File: src/rv_pkg.sv
package rv_pkg;

  typedef logic [31:0] addr_t;
  typedef logic [31:0] data_t;
  typedef logic [31:0] instr_t;
  typedef logic [4:0]  reg_idx_t;

  typedef enum logic [6:0] {
    OP_LW    = 7'b0000011,
    OP_SW    = 7'b0100011,
    OP_RTYPE = 7'b0110011,
    OP_ITYPE = 7'b0010011,
    OP_BEQ   = 7'b1100011,
    OP_JAL   = 7'b1101111
  } opcode_t;

  typedef enum logic [3:0] {
    S_FETCH    = 4'd0, // Zero so an uninitialized register starts here
    S_DECODE   = 4'd1,
    S_MEMADR   = 4'd2,
    S_MEMREAD  = 4'd3,
    S_MEMWB    = 4'd4,
    S_MEMWRITE = 4'd5,
    S_EXECR    = 4'd6,
    S_EXECI    = 4'd7,
    S_ALUWB    = 4'd8,
    S_BEQ      = 4'd9,
    S_JAL      = 4'd10
  } fsm_state_t;

  typedef enum logic [1:0] {
    ALUOP_ADD   = 2'd0,
    ALUOP_SUB   = 2'd1,
    ALUOP_FUNCT = 2'd2 // Let funct3/funct7 pick the operation
  } alu_op_t;

  typedef enum logic [2:0] {
    ALU_ADD = 3'd0,
    ALU_SUB = 3'd1,
    ALU_AND = 3'd2,
    ALU_OR  = 3'd3,
    ALU_SLT = 3'd4
  } alu_ctrl_t;

  typedef enum logic {
    ADR_SRC_PC     = 1'b0,
    ADR_SRC_RESULT = 1'b1
  } adr_src_t;

  typedef enum logic [1:0] {
    ALU_SRC_A_PC     = 2'd0,
    ALU_SRC_A_OLD_PC = 2'd1,
    ALU_SRC_A_RD1    = 2'd2
  } alu_src_a_t;

  typedef enum logic [1:0] {
    ALU_SRC_B_RD2 = 2'd0,
    ALU_SRC_B_IMM = 2'd1,
    ALU_SRC_B_4   = 2'd2
  } alu_src_b_t;

  typedef enum logic [1:0] {
    RESULT_SRC_ALU_OUT    = 2'd0,
    RESULT_SRC_DATA       = 2'd1,
    RESULT_SRC_ALU_RESULT = 2'd2 // Live ALU output that bypasses alu_out
  } result_src_t;

  typedef struct packed {
    adr_src_t    adr_src;
    logic        ir_write;
    logic        reg_write;
    logic        pc_update;
    logic        mem_write;
    alu_src_a_t  alu_src_a;
    alu_src_b_t  alu_src_b;
    result_src_t result_src;
    alu_op_t     alu_op;
  } ctrl_t;

endpackage

File: src/control_fsm.sv
`timescale 1ns/1ns

module control_fsm (
  input  logic            clk,
  input  logic            rst_n,
  input  rv_pkg::opcode_t opcode,
  input  logic            zero,
  output rv_pkg::ctrl_t   ctrl
);

  rv_pkg::fsm_state_t state;
  rv_pkg::fsm_state_t state_nxt;

  always_ff @(posedge clk) begin
    if (!rst_n) begin
      state <= rv_pkg::S_FETCH;
    end else begin
      state <= state_nxt;
    end
  end

  always_comb begin
    state_nxt = rv_pkg::S_FETCH;
    case (state)
      rv_pkg::S_FETCH:   state_nxt = rv_pkg::S_DECODE;
      rv_pkg::S_DECODE: begin
        case (opcode)
          rv_pkg::OP_LW,
          rv_pkg::OP_SW:    state_nxt = rv_pkg::S_MEMADR;
          rv_pkg::OP_RTYPE: state_nxt = rv_pkg::S_EXECR;
          rv_pkg::OP_ITYPE: state_nxt = rv_pkg::S_EXECI;
          rv_pkg::OP_BEQ:   state_nxt = rv_pkg::S_BEQ;
          rv_pkg::OP_JAL:   state_nxt = rv_pkg::S_JAL;
          default:          state_nxt = rv_pkg::S_FETCH; // Unknown opcode is skipped
        endcase
      end
      rv_pkg::S_MEMADR: begin
        state_nxt = (opcode == rv_pkg::OP_LW) ? rv_pkg::S_MEMREAD : rv_pkg::S_MEMWRITE;
      end
      rv_pkg::S_MEMREAD: state_nxt = rv_pkg::S_MEMWB;
      rv_pkg::S_EXECR,
      rv_pkg::S_EXECI,
      rv_pkg::S_JAL:     state_nxt = rv_pkg::S_ALUWB;
      default:           state_nxt = rv_pkg::S_FETCH;
    endcase
  end

  always_comb begin
    ctrl.adr_src    = rv_pkg::ADR_SRC_PC;
    ctrl.ir_write   = 1'b0;
    ctrl.reg_write  = 1'b0;
    ctrl.pc_update  = 1'b0;
    ctrl.mem_write  = 1'b0;
    ctrl.alu_src_a  = rv_pkg::ALU_SRC_A_PC;
    ctrl.alu_src_b  = rv_pkg::ALU_SRC_B_RD2;
    ctrl.result_src = rv_pkg::RESULT_SRC_ALU_OUT;
    ctrl.alu_op     = rv_pkg::ALUOP_ADD;
    case (state)
      rv_pkg::S_FETCH: begin
        ctrl.ir_write   = 1'b1;
        ctrl.pc_update  = 1'b1; // pc + 4 straight from the ALU
        ctrl.alu_src_b  = rv_pkg::ALU_SRC_B_4;
        ctrl.result_src = rv_pkg::RESULT_SRC_ALU_RESULT;
      end
      rv_pkg::S_DECODE: begin
        ctrl.alu_src_a = rv_pkg::ALU_SRC_A_OLD_PC; // Branch or jump target into alu_out
        ctrl.alu_src_b = rv_pkg::ALU_SRC_B_IMM;
      end
      rv_pkg::S_MEMADR: begin
        ctrl.alu_src_a = rv_pkg::ALU_SRC_A_RD1;
        ctrl.alu_src_b = rv_pkg::ALU_SRC_B_IMM;
      end
      rv_pkg::S_MEMREAD:  ctrl.adr_src = rv_pkg::ADR_SRC_RESULT;
      rv_pkg::S_MEMWB: begin
        ctrl.reg_write  = 1'b1;
        ctrl.result_src = rv_pkg::RESULT_SRC_DATA;
      end
      rv_pkg::S_MEMWRITE: begin
        ctrl.adr_src   = rv_pkg::ADR_SRC_RESULT;
        ctrl.mem_write = 1'b1;
      end
      rv_pkg::S_EXECR: begin
        ctrl.alu_src_a = rv_pkg::ALU_SRC_A_RD1;
        ctrl.alu_op    = rv_pkg::ALUOP_FUNCT;
      end
      rv_pkg::S_EXECI: begin
        ctrl.alu_src_a = rv_pkg::ALU_SRC_A_RD1;
        ctrl.alu_src_b = rv_pkg::ALU_SRC_B_IMM;
        ctrl.alu_op    = rv_pkg::ALUOP_FUNCT;
      end
      rv_pkg::S_ALUWB:    ctrl.reg_write = 1'b1;
      rv_pkg::S_BEQ: begin
        ctrl.alu_src_a = rv_pkg::ALU_SRC_A_RD1;
        ctrl.alu_op    = rv_pkg::ALUOP_SUB;
        ctrl.pc_update = zero; // Taken only when rs1 == rs2
      end
      rv_pkg::S_JAL: begin
        ctrl.pc_update = 1'b1;
        ctrl.alu_src_a = rv_pkg::ALU_SRC_A_OLD_PC; // Link value old_pc + 4
        ctrl.alu_src_b = rv_pkg::ALU_SRC_B_4;
      end
      default: ;
    endcase
    if (!rst_n) begin // Enables stay off until reset is released
      ctrl.ir_write  = 1'b0;
      ctrl.reg_write = 1'b0;
      ctrl.pc_update = 1'b0;
      ctrl.mem_write = 1'b0;
    end
  end

endmodule

File: config.mk
export PLATFORM = sky130hd
export DESIGN_NAME = control_fsm
export DESIGN_NICKNAME = d
export VERILOG_FILES = /design/src/rv_pkg.sv /design/src/control_fsm.sv
export SDC_FILE = /design/constraint.sdc
export NUM_CORES = 1
export LEC_CHECK = 0
export BUFFER_PORTS_ARGS = -buffer_cell sky130_fd_sc_hd__buf_2
export CORE_AREA = 2 2 39 41
export DETAILED_ROUTE_END_ITERATION = 12
export DIE_AREA = 0 0 41 43
export HOLD_SLACK_MARGIN = 0.06
export PLACE_DENSITY_LB_ADDON = 0.1
export SETUP_SLACK_MARGIN = 0.4
export SKIP_CTS_REPAIR_TIMING = 1
export SYNTH_ARGS = -nofsm -noshare
export SYNTH_HDL_FRONTEND = slang
export SYNTH_SLANG_ARGS = --single-unit
File: constraint.sdc
create_clock -name clk -period 1.36 [get_ports clk]
set_clock_uncertainty 0.05 [all_clocks]
set_input_delay 0.34 -clock clk [delete_from_list [all_inputs] [get_ports clk]]
set_output_delay 0.34 -clock clk [all_outputs]
set_load 0.005 [all_outputs]
==> metrics.txt, run 1 <==
# TYPE chip_impl_metric gauge
chip_impl_metric{name="peakVddDrop",unit="uV"} 301
chip_impl_metric{name="detailroute.via_count",unit=""} 575
chip_impl_info{name="timing_worst_setup_path_type",value="reg2out"} 1
chip_impl_metric{name="antenna_cells_inserted",unit=""} 0
chip_impl_metric{name="clkTransAtPathRegs",unit="ns"} 0.04
chip_impl_metric{name="drcViolationCount",unit=""} 0
chip_impl_metric{name="post-dp-hpwl",unit="microns"} 1080
chip_impl_info{name="critPathSlowestCell",value="sky130_fd_sc_hd__dfxtp_2"} 1
chip_impl_metric{name="numClockSinks",unit=""} 4
chip_impl_metric{name="post_synth_num_cell_types",unit=""} 34
chip_impl_metric{name="grt_pass1_vias",unit=""} 501
chip_impl_metric{name="setup_viol_count_final",unit=""} 13
chip_impl_info{name="final_cell_mix",value="sky130_fd_sc_hd__buf_2 (19), sky130_fd_sc_hd__buf_4 (13), sky130_fd_sc_hd__inv_1 (4)"} 1
chip_impl_metric{name="clk-insertion-delay-late",unit="ns"} 0.22
chip_impl_metric{name="leakage_power_of_the_design",unit="uW"} 0.000392
chip_impl_metric{name="reg2regPathDepth",unit=""} 4
chip_impl_metric{name="tns",unit="ns"} -2.05
chip_impl_metric{name="crit_fanout",unit=""} 3
chip_impl_metric{name="postSynthNetCount",unit=""} 72
chip_impl_metric{name="max_clock_freq",unit="MHz"} 614
chip_impl_metric{name="ys_ff_latch",unit=""} 4
chip_impl_metric{name="final_ant_viol_nets",unit=""} 0
chip_impl_info{name="rsz_0062_raised_after_global_routing",value="true"} 1
chip_impl_info{name="cp_top_family",value="simple AND/OR/NAND/NOR gates"} 1
chip_impl_metric{name="drt_iter0_drc",unit=""} 2
chip_impl_metric{name="fp-row-count",unit=""} 14
chip_impl_metric{name="period_needed",unit="ns"} 1.63
chip_impl_metric{name="num-nets-final",unit=""} 109
chip_impl_metric{name="place_congestion",unit=""} 0.734
chip_impl_info{name="crit_path_start_kind",value="flip-flop"} 1
chip_impl_info{name="ctsRootBufferMaster",value="sky130_fd_sc_hd__clkbuf_4"} 1
chip_impl_metric{name="synthesized_instance_count",unit=""} 62
chip_impl_metric{name="cp_bufs_invs",unit=""} 1
chip_impl_info{name="tritoncts",value="yes"} 1
chip_impl_info{name="r2r_start",value="state[1]"} 1
chip_impl_info{name="status",value="finished with violations"} 1
chip_impl_metric{name="detail_route.vias_per_cell",unit=""} 5.09
chip_impl_metric{name="finalMaxSlewViolations",unit=""} 0
chip_impl_info{name="worstPathCellList",value="and4bb_2 -> and2_4 -> o21a_1 -> buf_2"} 1
chip_impl_metric{name="slew_headroom",unit=""} 0.808
chip_impl_metric{name="hold_path_depth",unit=""} 3
chip_impl_metric{name="boundaryPins",unit=""} 23
chip_impl_metric{name="max_cap_violations",unit=""} 0
chip_impl_metric{name="cts_buffers",unit=""} 3
chip_impl_metric{name="drive_above_1_share",unit=""} 0.670
chip_impl_metric{name="fp.dieH",unit="microns"} 43
chip_impl_metric{name="start_util",unit=""} 0.338
chip_impl_metric{name="netlist_area",unit="sq um"} 468
chip_impl_metric{name="largest_net_degree_at_the_start_of_global_routing",unit=""} 14
chip_impl_metric{name="h-tree-depth",unit=""} 1
chip_impl_metric{name="layout-area-overhead-vs-synth",unit="%"} 87.7
chip_impl_metric{name="critPathArrivalTime",unit="ns"} 1.24
chip_impl_metric{name="critical-path-max-stage-delay",unit="ns"} 0.34
chip_impl_info{name="min_delay_worst_endpoint",value="state[1]"} 1
chip_impl_metric{name="grt_first_pass_wirelength",unit="microns"} 2080
chip_impl_metric{name="timing_hold_violations_final",unit=""} 0
chip_impl_info{name="largest-register",value="state"} 1
chip_impl_metric{name="drt_pass1_iterations",unit=""} 4
chip_impl_info{name="failing_checks",value="negative setup slack"} 1
chip_impl_metric{name="number_of_logic_stages_on_the_critical_path_including_buffering",unit=""} 4
chip_impl_metric{name="gr-usage-all-layers",unit=""} 0.167
chip_impl_metric{name="final_critical_path_setup_slack",unit="ns"} -0.269
chip_impl_info{name="most_common_cell_after_layout_fill_and_taps_aside",value="sky130_fd_sc_hd__buf_2"} 1
chip_impl_metric{name="place.port_buffers",unit=""} 22
chip_impl_info{name="worstHoldStart",value="opcode[6]"} 1
chip_impl_metric{name="max-clock-path-buffers",unit=""} 2
chip_impl_metric{name="core_area",unit="sq um"} 1380
chip_impl_metric{name="die_width",unit="microns"} 41
chip_impl_metric{name="synth_warnings",unit=""} 0
chip_impl_metric{name="initial_antenna_violation_count",unit=""} 0
chip_impl_metric{name="worst-r2r-setup-slack",unit="ns"} 0.09
chip_impl_metric{name="yosysSeqAreaShare",unit=""} 0.171
chip_impl_metric{name="globalRouteOverflowTotal",unit=""} 0
chip_impl_metric{name="worst_pin_slew",unit="ns"} 0.285
chip_impl_metric{name="portion_of_the_clock_cycle_consumed_by_the_worst_path_in_the_final_layout",unit=""} 1.20
chip_impl_metric{name="worst-endpoint-required",unit="ns"} 0.97
chip_impl_metric{name="dieArea",unit="sq um"} 1760
chip_impl_metric{name="power.density_cell_area",unit="nW/um^2"} 444
chip_impl_info{name="worst_r2r_endpoint",value="state[3]"} 1
chip_impl_metric{name="post_synth.cell_area_avg",unit="sq um"} 7.55
chip_impl_metric{name="detail_route.wl_per_cell",unit="microns"} 11.7
chip_impl_info{name="min-delay-path-class",value="in2reg"} 1
chip_impl_metric{name="placement.setup.worst_slack",unit="ns"} -0.0694
chip_impl_info{name="endpoint_kind",value="primary output"} 1
chip_impl_metric{name="largest_register_ff_count",unit=""} 4
chip_impl_info{name="layout_top_registers",value="state (4)"} 1
chip_impl_metric{name="total_wirelength",unit="microns"} 1320
cell type report:
| type | count | area, sq um |
|---|---|---|
| clock buffers | 3 | 22.5 |
| fillers | 131 | 505 |
| well taps | 16 | 20.0 |
| flip-flops and latches | 4 | 90.1 |
| inverters | 4 | 15.0 |
| repair buffers | 37 | 262 |
| multi-input cells | 49 | 469 |
synthesized netlist by cell type:
cell type                   count  area share
sky130_fd_sc_hd__buf_2          4       0.043
sky130_fd_sc_hd__nand2_1        1      0.0080
sky130_fd_sc_hd__and4b_1        1       0.021
sky130_fd_sc_hd__nand4bb_1      1       0.024
sky130_fd_sc_hd__a221oi_1       1       0.019
sky130_fd_sc_hd__nand3b_1       2       0.032
sky130_fd_sc_hd__a211oi_1       2       0.032
sky130_fd_sc_hd__or3b_1         1       0.019
sky130_fd_sc_hd__xor2_1         1       0.019
sky130_fd_sc_hd__nor2b_1        3       0.040
sky130_fd_sc_hd__o31a_1         1       0.019
sky130_fd_sc_hd__mux2i_1        1       0.021
sky130_fd_sc_hd__or2_2          1       0.013
sky130_fd_sc_hd__a21oi_2        1       0.019
sky130_fd_sc_hd__nand4b_1       1       0.019
sky130_fd_sc_hd__o21ai_0        2       0.021
sky130_fd_sc_hd__a21o_1         1       0.016
sky130_fd_sc_hd__nor3b_1        2       0.032
sky130_fd_sc_hd__a211o_1        1       0.019
sky130_fd_sc_hd__o21bai_1       1       0.016
sky130_fd_sc_hd__a21oi_1        2       0.021
sky130_fd_sc_hd__o21a_1         1       0.016
sky130_fd_sc_hd__or3_1          1       0.013
sky130_fd_sc_hd__o41ai_1        1       0.019
sky130_fd_sc_hd__nor2_1         4       0.032
sky130_fd_sc_hd__buf_4          1       0.016
sky130_fd_sc_hd__and3_1         2       0.027
sky130_fd_sc_hd__and2_1         3       0.040
sky130_fd_sc_hd__inv_1          4       0.032
sky130_fd_sc_hd__xnor2_1        4       0.075
sky130_fd_sc_hd__nor3_1         3       0.032
sky130_fd_sc_hd__nor4_1         2       0.027
sky130_fd_sc_hd__and4bb_2       1       0.027
sky130_fd_sc_hd__dfxtp_1        4        0.17
where the power goes:
part           internal, uW  leakage, uW  switching, uW
logic                  71.8     0.000344           56.9
registers               119    0.0000349           4.92
clock network          98.1    0.0000138           39.6
total                   289     0.000392            102
cells by family (layout without fill, tap and decap cells):
kind of cell | Yosys count | count (layout) | share of synthesized area
AO/OA/AOI/OAI | 14 | 14 | 0.217
XOR/XNOR | 5 | 5 | 0.0936
buffers and inverters | 9 | 44 | 0.0909
flip-flops | 4 | 4 | 0.171
multiplexers | 1 | 1 | 0.0214
AND/OR/NAND/NOR | 29 | 29 | 0.406
per-layer routing:
metal | part of all wire | GRT usage | wire (microns) | vias to the layer above
met3 | 0.023 | 0.0157 | 30 | 0
met4 | 0 | 0.0600 | 0 | 0
met2 | 0.52 | 0.234 | 684 | 9
met1 | 0.46 | 0.254 | 602 | 268
li1 | - | - | - | 298
met5 | 0 | 0 | 0 | -
worst register-to-register path, delay by kind of cell (launching register included):
family          cells  cell delay (ns)
simple gates        1             0.32
flops               1             0.36
compound gates      1             0.21
buf+inv             2             0.25
how the worst max path moves through the flow:
stage          startpoint       to  slack [ns]
6_report         state[2]  ctrl[9]       -0.27
5_1_grt          state[1]  ctrl[9]       -0.33
4_1_cts          state[2]  ctrl[9]       -0.31
3_5_place_dp     state[2]  ctrl[9]       -0.07
3_3_place_gp     state[2]  ctrl[9]       -0.05
2_1_floorplan    state[1]  ctrl[9]        0.02
stage by stage:
step / instance area, sq um / instances / hold WS (ns) / util / power, uW
CTS: 781 / 113 / 0.388 / 0.564 / 386
floorplan: 549 / 62 / 0.449 / - / 186
global placement: 758 / 110 / 0.570 / 0.548 / 244
global route: 878 / 113 / 0.356 / 0.635 / 418
finish: 878 / 113 / 0.351 / 0.635 / 390
detailed placement: 758 / 110 / 0.574 / 0.548 / 245
No activity file was read; power rests on OpenSTA's default activity.
==> inputs of run 2 (changes only) <==
Settings changed: SKIP_LAST_GASP set to 1.
==> run 2 against run 1 <==
Against the previous run:
- the flow still finishes with violations (negative setup slack)
- non-clock buffer count unchanged
- sequential share of layout area grew 0.18 points
- via count fell by 0.70%
- sequential power about the same
- critical path type unchanged
==> metrics.txt, run 2 (synthesis gave the netlist of run 1 again) <==
# TYPE chip_impl_metric gauge
chip_impl_info{name="status",value="finished with violations"} 1
chip_impl_info{name="failing_checks",value="negative setup slack"} 1
chip_impl_metric{name="antenna_cells_inserted",unit=""} 0
chip_impl_info{name="ctsRootBufferMaster",value="sky130_fd_sc_hd__clkbuf_4"} 1
chip_impl_metric{name="fp.dieH",unit="microns"} 43
chip_impl_metric{name="timing_hold_violations_final",unit=""} 0
chip_impl_info{name="layout_top_registers",value="state (4)"} 1
chip_impl_metric{name="globalRouteOverflowTotal",unit=""} 0
chip_impl_metric{name="final_ant_viol_nets",unit=""} 0
chip_impl_metric{name="max_clock_freq",unit="MHz"} 614
chip_impl_metric{name="core_area",unit="sq um"} 1380
chip_impl_metric{name="place_congestion",unit=""} 0.734
chip_impl_metric{name="largest_net_degree_at_the_start_of_global_routing",unit=""} 14
chip_impl_metric{name="num-nets-final",unit=""} 109
chip_impl_metric{name="max_cap_violations",unit=""} 0
chip_impl_metric{name="max-clock-path-buffers",unit=""} 2
chip_impl_metric{name="detail_route.vias_per_cell",unit=""} 5.05
chip_impl_metric{name="power.density_cell_area",unit="nW/um^2"} 447
chip_impl_metric{name="place.port_buffers",unit=""} 22
chip_impl_metric{name="total_wirelength",unit="microns"} 1320
chip_impl_metric{name="worst-endpoint-required",unit="ns"} 0.97
chip_impl_metric{name="clk-insertion-delay-late",unit="ns"} 0.22
chip_impl_info{name="tritoncts",value="yes"} 1
chip_impl_metric{name="drt_pass1_iterations",unit=""} 4
chip_impl_metric{name="fin_total_pwr",unit="uW"} 386
chip_impl_metric{name="boundaryPins",unit=""} 23
chip_impl_metric{name="drt_iter0_drc",unit=""} 2
chip_impl_metric{name="portion_of_the_clock_cycle_consumed_by_the_worst_path_in_the_final_layout",unit=""} 1.20
chip_impl_info{name="final_cell_mix",value="sky130_fd_sc_hd__buf_2 (22), sky130_fd_sc_hd__buf_4 (12), sky130_fd_sc_hd__inv_1 (4)"} 1
chip_impl_metric{name="drcViolationCount",unit=""} 0
chip_impl_metric{name="peakVddDrop",unit="uV"} 298
chip_impl_metric{name="worst_pin_slew",unit="ns"} 0.289
chip_impl_metric{name="h-tree-depth",unit=""} 1
chip_impl_metric{name="period_needed",unit="ns"} 1.63
chip_impl_info{name="timing_worst_setup_path_type",value="reg2out"} 1
chip_impl_metric{name="final_critical_path_setup_slack",unit="ns"} -0.269
chip_impl_metric{name="grt_pass1_vias",unit=""} 501
chip_impl_metric{name="grt_first_pass_wirelength",unit="microns"} 2080
chip_impl_metric{name="die_width",unit="microns"} 41
chip_impl_metric{name="cts_buffers",unit=""} 3
chip_impl_metric{name="slew_headroom",unit=""} 0.806
chip_impl_info{name="crit_path_start_kind",value="flip-flop"} 1
chip_impl_info{name="most_common_cell_after_layout_fill_and_taps_aside",value="sky130_fd_sc_hd__buf_2"} 1
chip_impl_metric{name="start_util",unit=""} 0.338
chip_impl_metric{name="post-dp-hpwl",unit="microns"} 1080
chip_impl_metric{name="drive_above_1_share",unit=""} 0.670
chip_impl_metric{name="finalMaxSlewViolations",unit=""} 0
chip_impl_metric{name="clkTransAtPathRegs",unit="ns"} 0.04
chip_impl_metric{name="hold_slack",unit="ns"} 0.395
chip_impl_metric{name="dieArea",unit="sq um"} 1760
chip_impl_metric{name="initial_antenna_violation_count",unit=""} 0
chip_impl_info{name="endpoint_kind",value="primary output"} 1
chip_impl_metric{name="setup_viol_count_final",unit=""} 13
chip_impl_metric{name="critPathArrivalTime",unit="ns"} 1.24
chip_impl_metric{name="layout-area-overhead-vs-synth",unit="%"} 84.5
chip_impl_metric{name="detail_route.wl_per_cell",unit="microns"} 11.7
chip_impl_metric{name="numClockSinks",unit=""} 4
chip_impl_metric{name="crit_fanout",unit=""} 3
chip_impl_metric{name="largest_register_ff_count",unit=""} 4
chip_impl_info{name="rsz_0062_raised_after_global_routing",value="true"} 1
chip_impl_info{name="largest-register",value="state"} 1
chip_impl_metric{name="leakage_power_of_the_design",unit="uW"} 0.000387
chip_impl_info{name="min-delay-path-class",value="in2reg"} 1
chip_impl_metric{name="detailroute.via_count",unit=""} 571
chip_impl_metric{name="fp-row-count",unit=""} 14
chip_impl_metric{name="gr-usage-all-layers",unit=""} 0.167
[run 2: cell counts in the layout (fill, tap and decap cells not counted)]
No cell type changed its count.
[run 2: final timing paths]
check                           slack (ns)        to     start  cells after the start
worst max-delay path                 -0.27   ctrl[9]  state[2]                      4
worst min-delay path                  0.39  state[3]     rst_n                      3
worst max register to register        0.09  state[3]  state[1]                      4
worst min register to register        0.57  state[0]  state[0]                      2
[run 2: critical path, stage by stage, from the launching register on]
cell	delay [ns]
sky130_fd_sc_hd__dfxtp_2	0.34
sky130_fd_sc_hd__and4bb_2	0.26
sky130_fd_sc_hd__and2_4	0.13
sky130_fd_sc_hd__o21a_1	0.17
sky130_fd_sc_hd__buf_2	0.12
[run 2: cell type report]
type	count	area [sq um]
inverter	4	15.0
multi-input combinational	49	469
fill	136	520
timing repair buffer	37	246
clock buffer	3	22.5
tap	16	20.0
sequential	4	90.1
[run 2: report_power, final]
part	total [uW]	internal, uW	switching [uW]
clock	138	98.1	39.6
sequential	124	119	4.92
combinational	125	67.3	57.3
total	386	284	102
[run 2: layer usage]
layer,global-route usage,vias to the layer above,wire (microns)
met5,0,-,0
met4,0.0600,0,0
met3,0.0157,0,30
met2,0.234,9,674
met1,0.254,264,619
li1,-,298,-
[run 2: metrics by stage]
stage                     std cells  area [sq um]   util  setup TNS [ns]  setup slack (ns)
after floorplan                  62           549      -               0            0.0175
after global placement          110           758  0.548          -0.122           -0.0550
after detailed placement        110           758  0.548          -0.170           -0.0694
after CTS                       113           781  0.564           -2.78            -0.311
after global routing            113           863  0.624           -2.81            -0.333
final                           113           863  0.624           -2.05            -0.269
==> inputs of run 3 (changes only) <==
Settings changed: ABC_AREA set to 1.
==> run 3 against run 2 <==
Against the previous run:
- the run still ends with negative setup slack left
- die area unchanged
- via count fell by 3.7%
- largest power group unchanged
- core utilization fell by 13 points
- combinational power decreased by 23%
==> metrics.txt, run 3 <==
# TYPE chip_impl_metric gauge
chip_impl_info{name="status",value="finished with violations"} 1
chip_impl_info{name="failing_checks",value="negative setup slack"} 1
chip_impl_metric{name="post_synth.cell_area_avg",unit="sq um"} 5.05
chip_impl_metric{name="post-dp-hpwl",unit="microns"} 935
chip_impl_metric{name="fill_cells",unit=""} 154
chip_impl_metric{name="yosysSeqAreaShare",unit=""} 0.191
chip_impl_metric{name="drt_iter0_drc",unit=""} 5
chip_impl_info{name="r2r_start",value="state[3]"} 1
chip_impl_metric{name="numClockSinks",unit=""} 4
chip_impl_metric{name="worst-r2r-setup-slack",unit="ns"} 0.17
chip_impl_metric{name="slew_headroom",unit=""} 0.891
chip_impl_metric{name="multi_input_comb_area",unit="sq um"} 347
chip_impl_metric{name="finalMaxSlewViolations",unit=""} 0
chip_impl_info{name="layout_top_registers",value="state (4)"} 1
chip_impl_info{name="synthTopCellsByCount",value="sky130_fd_sc_hd__nand2_1 (29), sky130_fd_sc_hd__nor2_1 (14), sky130_fd_sc_hd__inv_1 (13), sky130_fd_sc_hd__nand3_1 (8)"} 1
chip_impl_metric{name="initial_antenna_violation_count",unit=""} 0
chip_impl_metric{name="final_ant_viol_nets",unit=""} 0
chip_impl_metric{name="place.port_buffers",unit=""} 22
chip_impl_metric{name="layout-area-overhead-vs-synth",unit="%"} 61.5
chip_impl_metric{name="cts_buffers",unit=""} 3
chip_impl_metric{name="critPathArrivalTime",unit="ns"} 1.15
chip_impl_info{name="crit_path_start_kind",value="flip-flop"} 1
chip_impl_metric{name="netlist_area",unit="sq um"} 419
chip_impl_metric{name="leakage_power_of_the_design",unit="uW"} 0.000372
chip_impl_metric{name="num-nets-final",unit=""} 122
chip_impl_metric{name="h-tree-depth",unit=""} 1
chip_impl_metric{name="final_critical_path_setup_slack",unit="ns"} -0.181
chip_impl_info{name="timing_worst_setup_path_type",value="reg2out"} 1
chip_impl_metric{name="detail_route.wl_per_cell",unit="microns"} 8.43
chip_impl_info{name="yosys.cell_count.top_type",value="sky130_fd_sc_hd__nand2_1"} 1
chip_impl_metric{name="drt_pass1_iterations",unit=""} 4
chip_impl_metric{name="crit_fanout",unit=""} 6
chip_impl_info{name="endpoint_kind",value="primary output"} 1
chip_impl_metric{name="boundaryPins",unit=""} 23
chip_impl_metric{name="stdcell_area",unit="sq um"} 677
chip_impl_metric{name="detailroute.via_count",unit=""} 550
chip_impl_metric{name="total_wirelength",unit="microns"} 1070
chip_impl_info{name="largest-register",value="state"} 1
chip_impl_info{name="final_cell_mix",value="sky130_fd_sc_hd__nand2_1 (22), sky130_fd_sc_hd__buf_2 (22), sky130_fd_sc_hd__nor2_1 (11)"} 1
chip_impl_metric{name="detail_route.vias_per_cell",unit=""} 4.33
chip_impl_metric{name="max-clock-path-buffers",unit=""} 2
chip_impl_metric{name="clk-insertion-delay-late",unit="ns"} 0.23
chip_impl_info{name="rsz_0062_raised_after_global_routing",value="true"} 1
chip_impl_metric{name="globalRouteOverflowTotal",unit=""} 0
chip_impl_metric{name="fp-row-count",unit=""} 14
chip_impl_metric{name="antenna_cells_inserted",unit=""} 0
chip_impl_metric{name="timing_hold_violations_final",unit=""} 0
chip_impl_info{name="yosys_most_used_dff",value="sky130_fd_sc_hd__dfxtp_1"} 1
chip_impl_metric{name="clkTransAtPathRegs",unit="ns"} 0.04
chip_impl_metric{name="reg2regPathDepth",unit=""} 8
chip_impl_metric{name="max_cap_violations",unit=""} 0
chip_impl_metric{name="post_synth_num_cell_types",unit=""} 13
chip_impl_metric{name="ys_ff_latch",unit=""} 4
chip_impl_metric{name="synth_edf_count",unit=""} 0
chip_impl_metric{name="drcViolationCount",unit=""} 0
chip_impl_metric{name="dieArea",unit="sq um"} 1760
chip_impl_metric{name="portion_of_the_clock_cycle_consumed_by_the_worst_path_in_the_final_layout",unit=""} 1.13
chip_impl_metric{name="power.density_cell_area",unit="nW/um^2"} 556
chip_impl_metric{name="hold_slack",unit="ns"} 0.301
chip_impl_metric{name="postSynthNetCount",unit=""} 93
chip_impl_info{name="worst_r2r_endpoint",value="state[2]"} 1
chip_impl_metric{name="synthesized_instance_count",unit=""} 83
chip_impl_metric{name="start_util",unit=""} 0.303
chip_impl_metric{name="largest_net_degree_at_the_start_of_global_routing",unit=""} 8
chip_impl_info{name="tritoncts",value="yes"} 1
chip_impl_info{name="crit_path_end",value="ctrl[9]"} 1
chip_impl_metric{name="placement.cell_area",unit="sq um"} 617
chip_impl_metric{name="layout.core_utilization",unit=""} 0.489
chip_impl_info{name="ctsRootBufferMaster",value="sky130_fd_sc_hd__clkbuf_4"} 1
chip_impl_metric{name="area.sequential",unit="sq um"} 92.6
chip_impl_metric{name="worst-endpoint-required",unit="ns"} 0.97
chip_impl_metric{name="worst_pin_slew",unit="ns"} 0.162
chip_impl_metric{name="fp.dieH",unit="microns"} 43
chip_impl_metric{name="max_clock_freq",unit="MHz"} 649
chip_impl_metric{name="synth_warnings",unit=""} 0
chip_impl_metric{name="post-synth-top-area-fraction",unit=""} 0.260
chip_impl_metric{name="core_area",unit="sq um"} 1380
chip_impl_metric{name="largest_register_ff_count",unit=""} 4
chip_impl_metric{name="grt_pass1_vias",unit=""} 476
chip_impl_metric{name="synth-async-reset-ratio",unit=""} 0
chip_impl_info{name="critical_path.startpoint",value="state[0]"} 1
chip_impl_metric{name="drive_above_1_share",unit=""} 0.505
chip_impl_metric{name="grt_first_pass_wirelength",unit="microns"} 1780
chip_impl_info{name="min-delay-path-class",value="in2reg"} 1
chip_impl_info{name="top_cells_by_area_synth",value="sky130_fd_sc_hd__nand2_1 (26%), sky130_fd_sc_hd__dfxtp_1 (19%), sky130_fd_sc_hd__nor2_1 (13%)"} 1
chip_impl_metric{name="peakVddDrop",unit="uV"} 334
chip_impl_metric{name="setup_viol_count_final",unit=""} 13
chip_impl_info{name="yosys.area.top_type",value="sky130_fd_sc_hd__nand2_1"} 1
chip_impl_metric{name="gr-usage-all-layers",unit=""} 0.145
chip_impl_metric{name="place_congestion",unit=""} 0.725
chip_impl_metric{name="period_needed",unit="ns"} 1.54
chip_impl_metric{name="die_width",unit="microns"} 41
[run 3: cell types whose count changed in the layout (fill, tap and decap cells not counted), sizes merged, moves of 3 or more]
cell | previous run | this run
nor2b | 3 | 0
nor2 | 4 | 19
inv | 4 | 15
and2 | 3 | 0
xnor2 | 4 | 0
nand3 | 0 | 8
buf | 37 | 24
nand2 | 1 | 30
[run 3: per-stage QoR]
stage	TNS, ns	std cells	total power (uW)	setup WS (ns)
2_1_floorplan	0	83	179	0.151
3_3_place_gp	0	123	219	0.0553
3_5_place_dp	0	123	219	0.0501
4_1_cts	-1.15	127	381	-0.207
5_1_grt	-2.13	127	406	-0.272
6_report	-1.23	127	376	-0.181
[run 3: worst min-delay path by stage]
stage | from | to | cells past startpoint
detailed placement | state[3] | state[0] | 3
global placement | state[3] | state[0] | 3
floorplan | rst_n | state[2] | 2
CTS | rst_n | state[2] | 3
finish | rst_n | state[2] | 3
global route | rst_n | state[1] | 3
[run 3: logic make-up after synthesis]
kind of cell / count (synthesis) / synth area share
AOI/OAI and AO/OA: 6 / 0.0806
buffers and inverters: 15 / 0.134
DFF: 4 / 0.191
and+or+nand+nor: 58 / 0.594
[run 3: area by class of cell]
class | count | area share
well taps | 16 | 0.0296
multi-input cells | 64 | 0.512
flip-flops and latches | 4 | 0.137
inverters | 15 | 0.0980
clock buffers | 4 | 0.0388
repair buffers | 24 | 0.185
[run 3: per-layer routing]
| layer | GRT usage | part of all wire |
|---|---|---|
| met5 | 0 | 0 |
| met4 | 0.0600 | 0 |
| met3 | 0.0314 | 0.037 |
| met2 | 0.241 | 0.54 |
| met1 | 0.167 | 0.42 |
[run 3: report_power, final]
part | leakage, uW | total [uW] | internal (uW) | switching, uW
clock network | 0.0000150 | 157 | 110 | 47.1
logic | 0.000321 | 96.8 | 41.1 | 55.7
registers | 0.0000352 | 122 | 117 | 5.68
total | 0.000372 | 376 | 268 | 109
[run 3: critical path, cell delays in order, from the launching register on]
cell and delay, ns:
sky130_fd_sc_hd__dfxtp_4 0.36, sky130_fd_sc_hd__nor2_1 0.16, sky130_fd_sc_hd__nand2_1 0.10, sky130_fd_sc_hd__nand2_2 0.09
sky130_fd_sc_hd__a21oi_2 0.03, sky130_fd_sc_hd__nor2_1 0.07, sky130_fd_sc_hd__buf_2 0.11
